--- src/common/uart_consts.svh ---
`ifndef UART_CONSTS_SVH
`define UART_CONSTS_SVH

// apb register offsets
`define UART_ADDR_DATA   4'h0
`define UART_ADDR_STATUS 4'h4
`define UART_ADDR_DIV    4'h8

// bit period in clock cycles
`define UART_DIV_W       16
`define UART_DEFAULT_DIV 16

`define UART_FIFO_DEPTH  4

`endif

--- src/common/uart_pkg.sv ---
`default_nettype none

package uart_pkg;

    // apb slave request, driven by the host
    typedef struct packed {
        logic [3:0]  paddr;
        logic        psel;
        logic        penable;
        logic        pwrite;
        logic [31:0] pwdata;
    } apb_req_t;

    // apb slave response
    typedef struct packed {
        logic [31:0] prdata;
        logic        pready;
        logic        pslverr;
    } apb_rsp_t;

    // one receive fifo entry
    typedef struct packed {
        logic [7:0] data;
        logic       frame_err;
    } rx_word_t;

    // first member is the msb, so tx_full lands in bit 0 of STATUS
    typedef struct packed {
        logic rx_overflow;
        logic frame_err_seen;
        logic rx_full;
        logic rx_empty;
        logic tx_empty;
        logic tx_full;
    } uart_status_t;

endpackage

`default_nettype wire

--- src/hw/uart_fifo.sv ---
`timescale 1ns/1ps
`default_nettype none

module uart_fifo #(
    parameter type payload_t = logic [7:0],
    parameter int  DEPTH     = 4
) (
    input  wire logic     clk,
    input  wire logic     nRst,
    input  wire logic     push,
    input  wire payload_t wdata,
    output logic          full,
    input  wire logic     pop,
    output payload_t      rdata,
    output logic          empty
);

    localparam int AW = (DEPTH > 1) ? $clog2(DEPTH) : 1;
    localparam int CW = $clog2(DEPTH + 1);

    payload_t        mem [DEPTH];
    logic [AW-1:0]   wr_ptr;
    logic [AW-1:0]   rd_ptr;
    logic [CW-1:0]   count;
    logic            do_push;
    logic            do_pop;

    assign full    = (count == CW'(DEPTH));
    assign empty   = (count == '0);
    assign do_push = push && !full;
    assign do_pop  = pop && !empty;

    // head entry is visible whenever the fifo holds data
    assign rdata = mem[rd_ptr];

    always_ff @(posedge clk) begin
        if (do_push) begin
            mem[wr_ptr] <= wdata;
        end
    end

    always_ff @(posedge clk, negedge nRst) begin
        if (!nRst) begin
            wr_ptr <= '0;
            rd_ptr <= '0;
            count  <= '0;
        end else begin
            if (do_push) begin
                wr_ptr <= (wr_ptr == AW'(DEPTH - 1)) ? '0 : wr_ptr + 1'b1;
            end
            if (do_pop) begin
                rd_ptr <= (rd_ptr == AW'(DEPTH - 1)) ? '0 : rd_ptr + 1'b1;
            end
            // simultaneous push and pop leaves the count unchanged
            if (do_push && !do_pop) begin
                count <= count + 1'b1;
            end else if (do_pop && !do_push) begin
                count <= count - 1'b1;
            end
        end
    end

endmodule

`default_nettype wire

--- src/hw/uart_tx.sv ---
`timescale 1ns/1ps
`default_nettype none

`include "uart_consts.svh"

module uart_tx (
    input  wire logic                   clk,
    input  wire logic                   nRst,
    input  wire logic [`UART_DIV_W-1:0] divisor,
    input  wire logic                   byte_valid,
    input  wire logic [7:0]             byte_data,
    output logic                        byte_pop,
    output logic                        tx_serial
);

    typedef enum logic [1:0] {
        IDLE  = 2'd0,
        START = 2'd1,
        DATA  = 2'd2,
        STOP  = 2'd3
    } tx_state_t;

    tx_state_t              state, next_state;
    logic [`UART_DIV_W-1:0] clk_count;
    logic [2:0]             bit_index;
    logic [7:0]             byte_q;
    logic [`UART_DIV_W-1:0] div_q;
    logic                   bit_done;

    assign bit_done = (clk_count == div_q - 1'b1);
    assign byte_pop = (state == IDLE) && byte_valid;

    // byte and bit period held for the whole frame
    always_ff @(posedge clk) begin
        if (byte_pop) begin
            byte_q <= byte_data;
            div_q  <= divisor;
        end
    end

    always_comb begin
        next_state = state;
        case (state)
            IDLE: begin
                tx_serial = 1'b1;
                if (byte_valid) begin
                    next_state = START;
                end
            end
            START: begin
                tx_serial = 1'b0;
                if (bit_done) begin
                    next_state = DATA;
                end
            end
            DATA: begin
                tx_serial = byte_q[bit_index];
                if (bit_done && bit_index == 3'd7) begin
                    next_state = STOP;
                end
            end
            default: begin
                tx_serial = 1'b1;
                if (bit_done) begin
                    next_state = IDLE;
                end
            end
        endcase
    end

    always_ff @(posedge clk, negedge nRst) begin
        if (!nRst) begin
            state     <= IDLE;
            clk_count <= '0;
            bit_index <= '0;
        end else begin
            state <= next_state;
            if (state == IDLE || bit_done) begin
                clk_count <= '0;
            end else begin
                clk_count <= clk_count + 1'b1;
            end
            // lsb first, index wraps back to 0 after bit 7
            if (state == DATA && bit_done) begin
                bit_index <= bit_index + 1'b1;
            end
        end
    end

endmodule

`default_nettype wire

--- src/hw/uart_rx.sv ---
`timescale 1ns/1ps
`default_nettype none

`include "uart_consts.svh"

module uart_rx (
    input  wire logic                   clk,
    input  wire logic                   nRst,
    input  wire logic [`UART_DIV_W-1:0] divisor,
    input  wire logic                   rx_serial,
    output logic                        word_push,
    output uart_pkg::rx_word_t          word
);

    typedef enum logic [2:0] {
        IDLE      = 3'd0,
        START     = 3'd1,
        DATA      = 3'd2,
        STOP      = 3'd3,
        WAIT_HIGH = 3'd4
    } rx_state_t;

    rx_state_t              state;
    logic                   rx_meta;
    logic                   rx_sync;
    logic                   rx_prev;
    logic [`UART_DIV_W-1:0] clk_count;
    logic [`UART_DIV_W-1:0] div_q;
    logic [2:0]             bit_index;
    logic [7:0]             shift_q;
    logic                   fall_edge;
    logic                   half_done;
    logic                   bit_done;

    assign fall_edge = rx_prev && !rx_sync;
    assign half_done = (clk_count == (div_q >> 1) - 1'b1);
    assign bit_done  = (clk_count == div_q - 1'b1);

    // word is pushed as the stop bit is sampled
    assign word_push      = (state == STOP) && bit_done;
    assign word.data      = shift_q;
    assign word.frame_err = !rx_sync;

    // two flop synchroniser plus one stage for edge detect
    always_ff @(posedge clk, negedge nRst) begin
        if (!nRst) begin
            rx_meta <= 1'b1;
            rx_sync <= 1'b1;
            rx_prev <= 1'b1;
        end else begin
            rx_meta <= rx_serial;
            rx_sync <= rx_meta;
            rx_prev <= rx_sync;
        end
    end

    always_ff @(posedge clk) begin
        if (state == IDLE && fall_edge) begin
            div_q <= divisor;
        end
        if (state == DATA && bit_done) begin
            shift_q <= {rx_sync, shift_q[7:1]};
        end
    end

    always_ff @(posedge clk, negedge nRst) begin
        if (!nRst) begin
            state     <= IDLE;
            clk_count <= '0;
            bit_index <= '0;
        end else begin
            clk_count <= clk_count + 1'b1;
            case (state)
                IDLE: begin
                    clk_count <= '0;
                    bit_index <= '0;
                    if (fall_edge) begin
                        state <= START;
                    end
                end
                START: begin
                    // line must still be low at mid start bit
                    if (half_done) begin
                        clk_count <= '0;
                        state     <= rx_sync ? IDLE : DATA;
                    end
                end
                DATA: begin
                    if (bit_done) begin
                        clk_count <= '0;
                        bit_index <= bit_index + 1'b1;
                        if (bit_index == 3'd7) begin
                            state <= STOP;
                        end
                    end
                end
                STOP: begin
                    if (bit_done) begin
                        clk_count <= '0;
                        state     <= rx_sync ? IDLE : WAIT_HIGH;
                    end
                end
                default: begin
                    clk_count <= '0;
                    if (rx_sync) begin
                        state <= IDLE;
                    end
                end
            endcase
        end
    end

endmodule

`default_nettype wire

--- src/hw/uart_apb_regs.sv ---
`timescale 1ns/1ps
`default_nettype none

`include "uart_consts.svh"

module uart_apb_regs (
    input  wire logic                   clk,
    input  wire logic                   nRst,
    input  wire uart_pkg::apb_req_t     apb_req,
    output uart_pkg::apb_rsp_t          apb_rsp,
    output logic                        tx_push,
    output logic [7:0]                  tx_data,
    input  wire logic                   tx_full,
    input  wire logic                   tx_empty,
    output logic                        rx_pop,
    input  wire uart_pkg::rx_word_t     rx_word,
    input  wire logic                   rx_empty,
    input  wire logic                   rx_full,
    input  wire logic                   rx_push,
    output logic [`UART_DIV_W-1:0]      divisor
);

    uart_pkg::uart_status_t status;
    logic                   access;
    logic                   wr;
    logic                   rd;
    logic                   sel_data;
    logic                   sel_status;
    logic                   sel_div;
    logic                   frame_err_seen;
    logic                   rx_overflow;
    logic [`UART_DIV_W-1:0] div_wdata;

    // ACCESS phase of a transfer
    assign access     = apb_req.psel && apb_req.penable;
    assign wr         = access && apb_req.pwrite;
    assign rd         = access && !apb_req.pwrite;
    assign sel_data   = (apb_req.paddr == `UART_ADDR_DATA);
    assign sel_status = (apb_req.paddr == `UART_ADDR_STATUS);
    assign sel_div    = (apb_req.paddr == `UART_ADDR_DIV);

    // fifo strobes
    assign tx_push = wr && sel_data && !tx_full;
    assign tx_data = apb_req.pwdata[7:0];
    assign rx_pop  = rd && sel_data && !rx_empty;

    assign status.rx_overflow    = rx_overflow;
    assign status.frame_err_seen = frame_err_seen;
    assign status.rx_full        = rx_full;
    assign status.rx_empty       = rx_empty;
    assign status.tx_empty       = tx_empty;
    assign status.tx_full        = tx_full;

    assign div_wdata = apb_req.pwdata[`UART_DIV_W-1:0];

    always_comb begin
        apb_rsp.pready  = 1'b1;
        apb_rsp.pslverr = access && ((!sel_data && !sel_status && !sel_div) ||
                                     (wr && sel_data && tx_full));
        apb_rsp.prdata  = '0;
        if (rd) begin
            if (sel_data && !rx_empty) begin
                apb_rsp.prdata[8:0] = {rx_word.frame_err, rx_word.data};
            end else if (sel_status) begin
                apb_rsp.prdata[5:0] = status;
            end else if (sel_div) begin
                apb_rsp.prdata[`UART_DIV_W-1:0] = divisor;
            end
        end
    end

    always_ff @(posedge clk, negedge nRst) begin
        if (!nRst) begin
            divisor        <= `UART_DIV_W'(`UART_DEFAULT_DIV);
            frame_err_seen <= 1'b0;
            rx_overflow    <= 1'b0;
        end else begin
            // divisor floor of 2 keeps the half-bit count nonzero
            if (wr && sel_div) begin
                divisor <= (div_wdata < `UART_DIV_W'(2)) ? `UART_DIV_W'(2) : div_wdata;
            end
            // write 1 to clear; a new event in the same cycle wins
            if (wr && sel_status && apb_req.pwdata[4]) begin
                frame_err_seen <= 1'b0;
            end
            if (wr && sel_status && apb_req.pwdata[5]) begin
                rx_overflow <= 1'b0;
            end
            // head entry carries a framing error
            if (!rx_empty && rx_word.frame_err) begin
                frame_err_seen <= 1'b1;
            end
            // receiver word dropped at a full fifo
            if (rx_push && rx_full) begin
                rx_overflow <= 1'b1;
            end
        end
    end

endmodule

`default_nettype wire

--- src/hw/uart_top.sv ---
`timescale 1ns/1ps
`default_nettype none

`include "uart_consts.svh"

module uart_top (
    input  wire logic               clk,
    input  wire logic               nRst,
    input  wire uart_pkg::apb_req_t apb_req,
    output uart_pkg::apb_rsp_t      apb_rsp,
    output logic                    tx_serial,
    input  wire logic               rx_serial
);

    logic                   tx_push;
    logic [7:0]             tx_data;
    logic                   tx_full;
    logic                   tx_empty;
    logic                   tx_pop;
    logic [7:0]             tx_head;
    logic                   rx_push;
    uart_pkg::rx_word_t     rx_word_in;
    logic                   rx_full;
    logic                   rx_empty;
    logic                   rx_pop;
    uart_pkg::rx_word_t     rx_head;
    logic [`UART_DIV_W-1:0] divisor;

    uart_apb_regs u_regs (
        .clk      (clk),
        .nRst     (nRst),
        .apb_req  (apb_req),
        .apb_rsp  (apb_rsp),
        .tx_push  (tx_push),
        .tx_data  (tx_data),
        .tx_full  (tx_full),
        .tx_empty (tx_empty),
        .rx_pop   (rx_pop),
        .rx_word  (rx_head),
        .rx_empty (rx_empty),
        .rx_full  (rx_full),
        .rx_push  (rx_push),
        .divisor  (divisor)
    );

    uart_fifo #(.payload_t(logic [7:0]), .DEPTH(`UART_FIFO_DEPTH)) u_tx_fifo (
        .clk   (clk),
        .nRst  (nRst),
        .push  (tx_push),
        .wdata (tx_data),
        .full  (tx_full),
        .pop   (tx_pop),
        .rdata (tx_head),
        .empty (tx_empty)
    );

    uart_fifo #(.payload_t(uart_pkg::rx_word_t), .DEPTH(`UART_FIFO_DEPTH)) u_rx_fifo (
        .clk   (clk),
        .nRst  (nRst),
        .push  (rx_push),
        .wdata (rx_word_in),
        .full  (rx_full),
        .pop   (rx_pop),
        .rdata (rx_head),
        .empty (rx_empty)
    );

    uart_tx u_tx (
        .clk        (clk),
        .nRst       (nRst),
        .divisor    (divisor),
        .byte_valid (!tx_empty),
        .byte_data  (tx_head),
        .byte_pop   (tx_pop),
        .tx_serial  (tx_serial)
    );

    uart_rx u_rx (
        .clk       (clk),
        .nRst      (nRst),
        .divisor   (divisor),
        .rx_serial (rx_serial),
        .word_push (rx_push),
        .word      (rx_word_in)
    );

endmodule

`default_nettype wire

--- config.mk ---
export PLATFORM = sky130hd
export DESIGN_NAME = uart_top
export DESIGN_NICKNAME = d
export VERILOG_FILES = /design/src/common/uart_pkg.sv /design/src/hw/uart_fifo.sv /design/src/hw/uart_tx.sv /design/src/hw/uart_rx.sv /design/src/hw/uart_apb_regs.sv /design/src/hw/uart_top.sv
export VERILOG_INCLUDE_DIRS = /design/src /design/src/common
export SDC_FILE = /design/constraint.sdc
export NUM_CORES = 1
export LEC_CHECK = 0
export ABC_CLOCK_PERIOD_IN_PS = 6800
export BUFFER_PORTS_ARGS = -buffer_cell sky130_fd_sc_hd__buf_2
export CORE_MARGIN = 1
export CORE_UTILIZATION = 65
export DETAILED_ROUTE_END_ITERATION = 7
export MAX_ROUTING_LAYER = met4
export PLACE_DENSITY = 0.88
export SYNTH_ARGS = -nofsm -noshare
export SYNTH_HDL_FRONTEND = slang
export SYNTH_SLANG_ARGS = --single-unit
--- constraint.sdc ---
create_clock -name clk -period 6.8 [get_ports clk]
set_clock_uncertainty 0.15 [all_clocks]
set_input_delay 0.34 -clock clk [delete_from_list [all_inputs] [get_ports clk]]
set_output_delay 0.34 -clock clk [all_outputs]
set_load 0.05 [all_outputs]
==> flow_summary.ini, run 1 <==
[clock_tree]
clk_path_buf_depth = 2
cts_buffers = 17
clk_pin_slew_ns = 0.07
cts_resized = 0
cts.sinks = 194
clock_latency_ns = 0.43
cts_root_buffer = clkbuf_16
cts_tree = built
htree_num_levels = 4

[power_and_ir_drop]
power_frac_seq_pct = 50.5
p_per_area_nw_per_um2 = 290
switching_share_pct = 31.7
total_leakage_power_nw = 4.19
power_frac_comb_pct = 18.6
ir_drop_mv = 0.233
switchingPower_mw = 0.992
p_int_mw = 2.14
pwr-share-clk_pct = 30.9

[logic_synthesis]
seq_area_frac_synth_pct = 54.5
synth_edf_count = 116
syn-cell-area_um2 = 9990
ys_warn_count = 0
synthCells = 809
yosysTopAreaCell = edfxtp_1
synth_ff_type = edfxtp_1
ys_types = 83
async_flop_share_pct = 40.2
synth.avg_cell_area_um2 = 12.3
ys_seq_elements = 194
post-synth-top-area-fraction_pct = 34.9
yosys-top-cells-area = edfxtp_1 35%, dfrtp_1 19%, mux4_2 4.3%

[grt]
grt.overflow.total = 0
grt_pass1_wl_um = 37500
grt_usage_pct = 32.4
grt_max_degree = 79
grt_pass1_vias = 7047
antenna_found_initial = 0

[drt]
drtIter0Drc = 759
wl_per_cell_um = 22.7
vias_per_cell = 6.69
wirelength_um = 23500
drc_errors = 0
first_pass_iters = 5
ant_nets = 0
vias = 6928

[sta]
tns_ns = 0
setup_viol = 0
max_freq_mhz = 212
finalCritPeriodShare_pct = 69.2
worst_hold_slack_ns = 0.0270
fin_crit_ns = 4.71
maxSlewHeadroom_pct = 13.5
drv_slew = 0
hold_viol_final = 0
rsz0062_at_grt = false
worst_pin_slew_ns = 1.29

[setup_path]
path_max_fanout = 9
end_kind = flip-flop
critPathSlowestCell = nor4b_4
path_cells = inv_1 > ha_1 > nor4b_4 > a31oi_1 > nand2b_1 > a2111oi_2 > nand3b_1 > nor4_2 > and3b_1 > ha_1 > inv_1 > fa_1 > xor2_1 > nor2_1 > xor2_1
cp-start-kind = flip-flop
path_class = flip-flop to flip-flop
cp-endpoint = u_rx_fifo.count[2]
arrival_ns = 4.91
r2r.worst_path.cells = 15
rr_endpoint = u_rx_fifo.count[2]
critical_path_required_ns = 7.01
slowest_delay_ns = 0.51
reg2reg_slack_ns = 2.09
r2r-start = u_rx.div_q[1]
crit_path_start = u_rx.div_q[1]

[layout]
layout.nets = 906
fillCellCount = 896
drive_gt1_share_pct = 17.3
area_delta_synth_final_pct = 8.04
mostFrequentLayoutCell = edfxtp_1
n_antenna_cell = 0
final_cell_mix = 116 x edfxtp_1, 74 x dfrtp_1, 65 x nor2_1, 45 x xnor2_1, 42 x buf_2

[floorplanning]
num_rows = 44
pin_count = 77
initial_core_util_pct = 67.7
die_y_um = 126
dieArea_um2 = 15900
core_area_um2 = 14800
die_x_um = 126

[hold_path]
hp-class = input port to flip-flop
min-delay-start = apb_req[3]

[placement]
gp_congestion = 0.916
hpwl_um = 15600
port_buffers = 43

[run]
drv_cap = 0

[status]
status = finished, final reports clean
-- metrics by stage --
stage / cells / cell area, µm² / power (mW) / setup WS [ns] / utilization, %
2_1_floorplan: 824 / 10000 / 2.00 / 3.17 / -
3_3_place_gp: 1000 / 10200 / 2.09 / 2.61 / 69.1
3_5_place_dp: 1000 / 10200 / 2.16 / 2.36 / 69.1
4_1_cts: 1035 / 10800 / 3.12 / 2.19 / 73.1
5_1_grt: 1035 / 10800 / 3.24 / 1.82 / 73.1
6_report: 1035 / 10800 / 3.13 / 2.09 / 73.1
-- power by group through the flow --
stage	combinational [mW]	clock [mW]	sequential, mW
2_1_floorplan	0.501	0	1.50
3_3_place_gp	0.509	0	1.58
3_5_place_dp	0.560	0	1.60
4_1_cts	0.578	0.967	1.58
5_1_grt	0.632	1.01	1.60
6_report	0.582	0.966	1.58
-- worst min path at each step --
stage	endpoint	slack [ns]	cells after the start
global placement	u_rx.rx_sync	0.20	0
global route	u_tx_fifo.mem[2][3]	0.01	1
finish	u_tx_fifo.mem[2][3]	0.03	1
detailed placement	u_rx.rx_sync	0.22	0
floorplan	u_regs.divisor[0]	-0.11	0
CTS	u_tx_fifo.mem[3][7]	0.01	1
-- worst max-delay path: cells and delay by family, from the launching register on --
| family | cells | cell delay, ns |
|---|---|---|
| simple gates | 6 | 1.95 |
| xor+xnor | 2 | 0.36 |
| fa+ha+maj | 3 | 0.99 |
| buf+inv | 2 | 0.21 |
| compound gates | 2 | 0.55 |
| flops | 1 | 0.44 |
-- area by class of cell --
type / instances / area [µm²] / area share [%]
well taps: 184 / 230 / 2.13
flip-flops and latches: 194 / 5440 / 50.4
clock buffers: 18 / 429 / 3.98
multi-input cells: 548 / 4180 / 38.7
inverters: 29 / 109 / 1.01
repair buffers: 48 / 263 / 2.44
clock inverters: 14 / 141 / 1.31
-- Yosys cell counts (4+ instances only) --
cell type,count
buf_2,4
a22o_1,4
xnor2_1,45
nand2b_1,10
nand4_1,11
buf_6,4
a31oi_1,9
dfstp_2,4
nor4b_1,5
mux4_2,19
nor2_1,65
nor3_1,19
dfrtp_1,74
mux2i_1,8
nor4_1,11
xor2_1,36
a21oi_1,13
clkbuf_1,21
and3_1,7
nand3_1,32
a222oi_1,5
inv_1,29
mux2_2,19
nor2b_1,9
ha_1,24
nand3b_1,6
mux2_1,4
buf_4,22
nand2_1,38
or3_1,6
and2_1,23
a21o_1,4
o21ai_0,15
edfxtp_1,116
and2_4,10
-- logic make-up (layout without fill, tap and decap cells) --
group / Yosys count / in the layout / synth area share, %
xor+xnor: 81 / 81 / 7.10
mux: 50 / 50 / 7.68
flops: 194 / 194 / 54.5
other cells: 2 / 17 / 0.0752
compound gates: 92 / 92 / 6.69
fa+ha+maj: 26 / 26 / 3.41
simple gates: 282 / 282 / 16.3
buf+inv: 82 / 109 / 4.26
-- registers in the layout, indices dropped and copies added (netlist names), 8 cells and up --
| register | cells |
|---|---|
| u_rx_fifo.mem | 36 |
| u_tx_fifo.mem | 32 |
| u_regs.divisor | 16 |
| u_rx.clk_count | 16 |
| u_rx.div_q | 16 |
| u_tx.clk_count | 16 |
| u_tx.div_q | 16 |
| u_rx.shift_q | 8 |
| u_tx.byte_q | 8 |
-- per-layer routing --
layer  GRT usage, %  share of wire, %  vias to the layer above
li1               -                 -                     2982
met1           38.6                38                     3407
met2           52.6                50                      445
met3           6.63               7.6                       94
met4           16.2               4.6                        0
met5              -                 0                        -
-- timing repair --
action	CTS	global route
hold endpoints to repair	79	0
hold buffers	3	0
setup buffers	0	0
(Power assumes the default switching activity.)
==> run 2, diff against run 1 <==
Settings changed: ABC_CLOCK_PERIOD_IN_PS 6800 to 4900, CORE_UTILIZATION 65 to 61, PLACE_DENSITY 0.88 to 0.84.
Clock period 6.8 ns to 4.9 ns, I/O delays scaled along.
==> run 2 against run 1 <==
Global-route usage decreased by 4.3 points. Wire length shrank 9.2%. Setup slack worse by 1.6 ns. Clock power is 48% higher. Critical path type unchanged. Critical endpoint unchanged.
==> flow_summary.ini, run 2 (synthesis results as in run 1) <==
[drt]
drc_errors = 0
first_pass_iters = 5
vias = 6568
vias_per_cell = 6.05
ant_nets = 0
wl_per_cell_um = 19.7
drtIter0Drc = 671
wirelength_um = 21300

[setup_path]
r2r.worst_path.cells = 13
r2r-start = u_rx.div_q[6]
path_cells = nor4_1 > and4_1 > o221ai_1 > a2111oi_2 > nand3b_1 > nor4_2 > and3b_1 > ha_1 > inv_1 > fa_1 > xor2_1 > nor2_1 > xor2_1
crit_family = simple AND/OR/NAND/NOR gates
path_max_fanout = 10
reg2reg_slack_ns = 0.48
cp.depth = 13
end_kind = flip-flop
arrival_ns = 4.64
critPathSlowestCell = nor4_1
path_class = flip-flop to flip-flop
cpMostUsedCell = xor2_1
crit_buf_inv = 1
critical_path_required_ns = 5.12
rr_endpoint = u_rx_fifo.count[2]
cp-start-kind = flip-flop
slowest_delay_ns = 0.70

[sta]
maxSlewHeadroom_pct = 37.9
setup_viol = 0
worst_hold_slack_ns = 0.151
fin_crit_ns = 4.42
tns_ns = 0
max_freq_mhz = 226
rsz0062_at_grt = false
hold_viol_final = 0
finalCritPeriodShare_pct = 90.2
drv_slew = 0
worst_pin_slew_ns = 0.919

[layout]
area_delta_synth_final_pct = 10.7
n_antenna_cell = 0
final_cell_mix = 116 x edfxtp_1, 74 x dfrtp_1, 65 x nor2_1, 45 x xnor2_1, 42 x buf_2
drive_gt1_share_pct = 17.5
regMostFlops = u_rx_fifo.mem
layout.nets = 924
largestRegisters = u_rx_fifo.mem: 36 flops, u_tx_fifo.mem: 32 flops
mostFrequentLayoutCell = edfxtp_1
largest_reg_flops = 36

[placement]
gp_congestion = 0.872
hpwl_um = 14100
port_buffers = 43

[clock_tree]
clk_path_buf_depth = 2
cts_tree = built
cts_buffers = 17
clk_pin_slew_ns = 0.08
htree_num_levels = 4
cts_resized = 0
clock_latency_ns = 0.44
cts_root_buffer = clkbuf_16
cts.sinks = 194

[floorplanning]
core_area_um2 = 15900
num_rows = 46
dieArea_um2 = 16900
die_y_um = 130
die_x_um = 130
initial_core_util_pct = 62.6
pin_count = 77

[grt]
grt_max_degree = 45
grt_usage_pct = 28.0
grt.overflow.total = 0
antenna_found_initial = 0
grt_pass1_wl_um = 33800
grt_pass1_vias = 6464

[status]
status = finished, final reports clean

[power_and_ir_drop]
total_leakage_power_nw = 4.30
p_per_area_nw_per_um2 = 397
ir_drop_mv = 0.436

[hold_path]
hp-class = input port to asynchronous set/reset pin

[run]
drv_cap = 0
run 2: changes by cell type in the layout (fill, tap and decap cells not counted):
cell,delta
inv_6,+2
clkinv_1,-1
clkinv_8,+2
clkinv_4,-1
inv_16,+1
inv_8,-2
buf_4,+3
clkbuf_1,-1
dlygate4sd3_1,+15
clkinvlp_4,-2
inv_12,+2
run 2: per-stage QoR:
step | instances | util [%] | power (mW) | worst slack, ns | cell area, µm²
floorplan | 824 | - | 2.78 | 1.27 | 10000
global placement | 1035 | 64.3 | 2.92 | 0.809 | 10300
detailed placement | 1035 | 64.3 | 2.96 | 0.610 | 10300
CTS | 1085 | 69.3 | 4.39 | 0.563 | 11100
global route | 1085 | 69.3 | 4.57 | 0.239 | 11100
finish | 1085 | 69.3 | 4.39 | 0.479 | 11100
run 2: where the power goes:
part           internal, mW  leakage [nW]  switching, mW  total (mW)
combinational         0.359          1.93          0.418       0.777
sequential             1.94          2.07          0.248        2.18
clock                 0.706         0.297          0.723        1.43
run 2: layout make-up:
type	instances	area [µm²]
Clock buffer	17	425
Clock inverter	15	194
Fill cell	1031	4890
Inverter	29	109
Multi-Input combinational cell	548	4180
Sequential cell	194	5440
Tap cell	216	270
Timing Repair Buffer	66	435
run 2: timing repair:
action	in CTS	in global routing
hold buffers	18	0
setup buffers	0	0
endpoints found under the hold margin	82	0
run 2: worst max path at each step:
| stage | start | endpoint | slack (ns) |
|---|---|---|---|
| after detailed placement | u_rx.div_q[0] | u_rx_fifo.count[2] | 0.61 |
| after global placement | u_rx.div_q[0] | u_rx_fifo.count[2] | 0.81 |
| after floorplan | u_rx.div_q[1] | u_rx_fifo.count[2] | 1.27 |
| after CTS | u_rx.div_q[6] | u_rx_fifo.count[2] | 0.56 |
| after global routing | u_rx.div_q[0] | u_rx_fifo.count[2] | 0.24 |
| final | u_rx.div_q[6] | u_rx_fifo.count[2] | 0.48 |
run 2: metal layers:
metal / vias to the layer above / part of all wire, % / track usage (%)
met3: 51 / 6.4 / 6.60
li1: 3030 / - / -
met4: 0 / 3.3 / 12.6
met2: 289 / 49 / 44.6
met5: - / 0 / -
met1: 3198 / 41 / 34.3
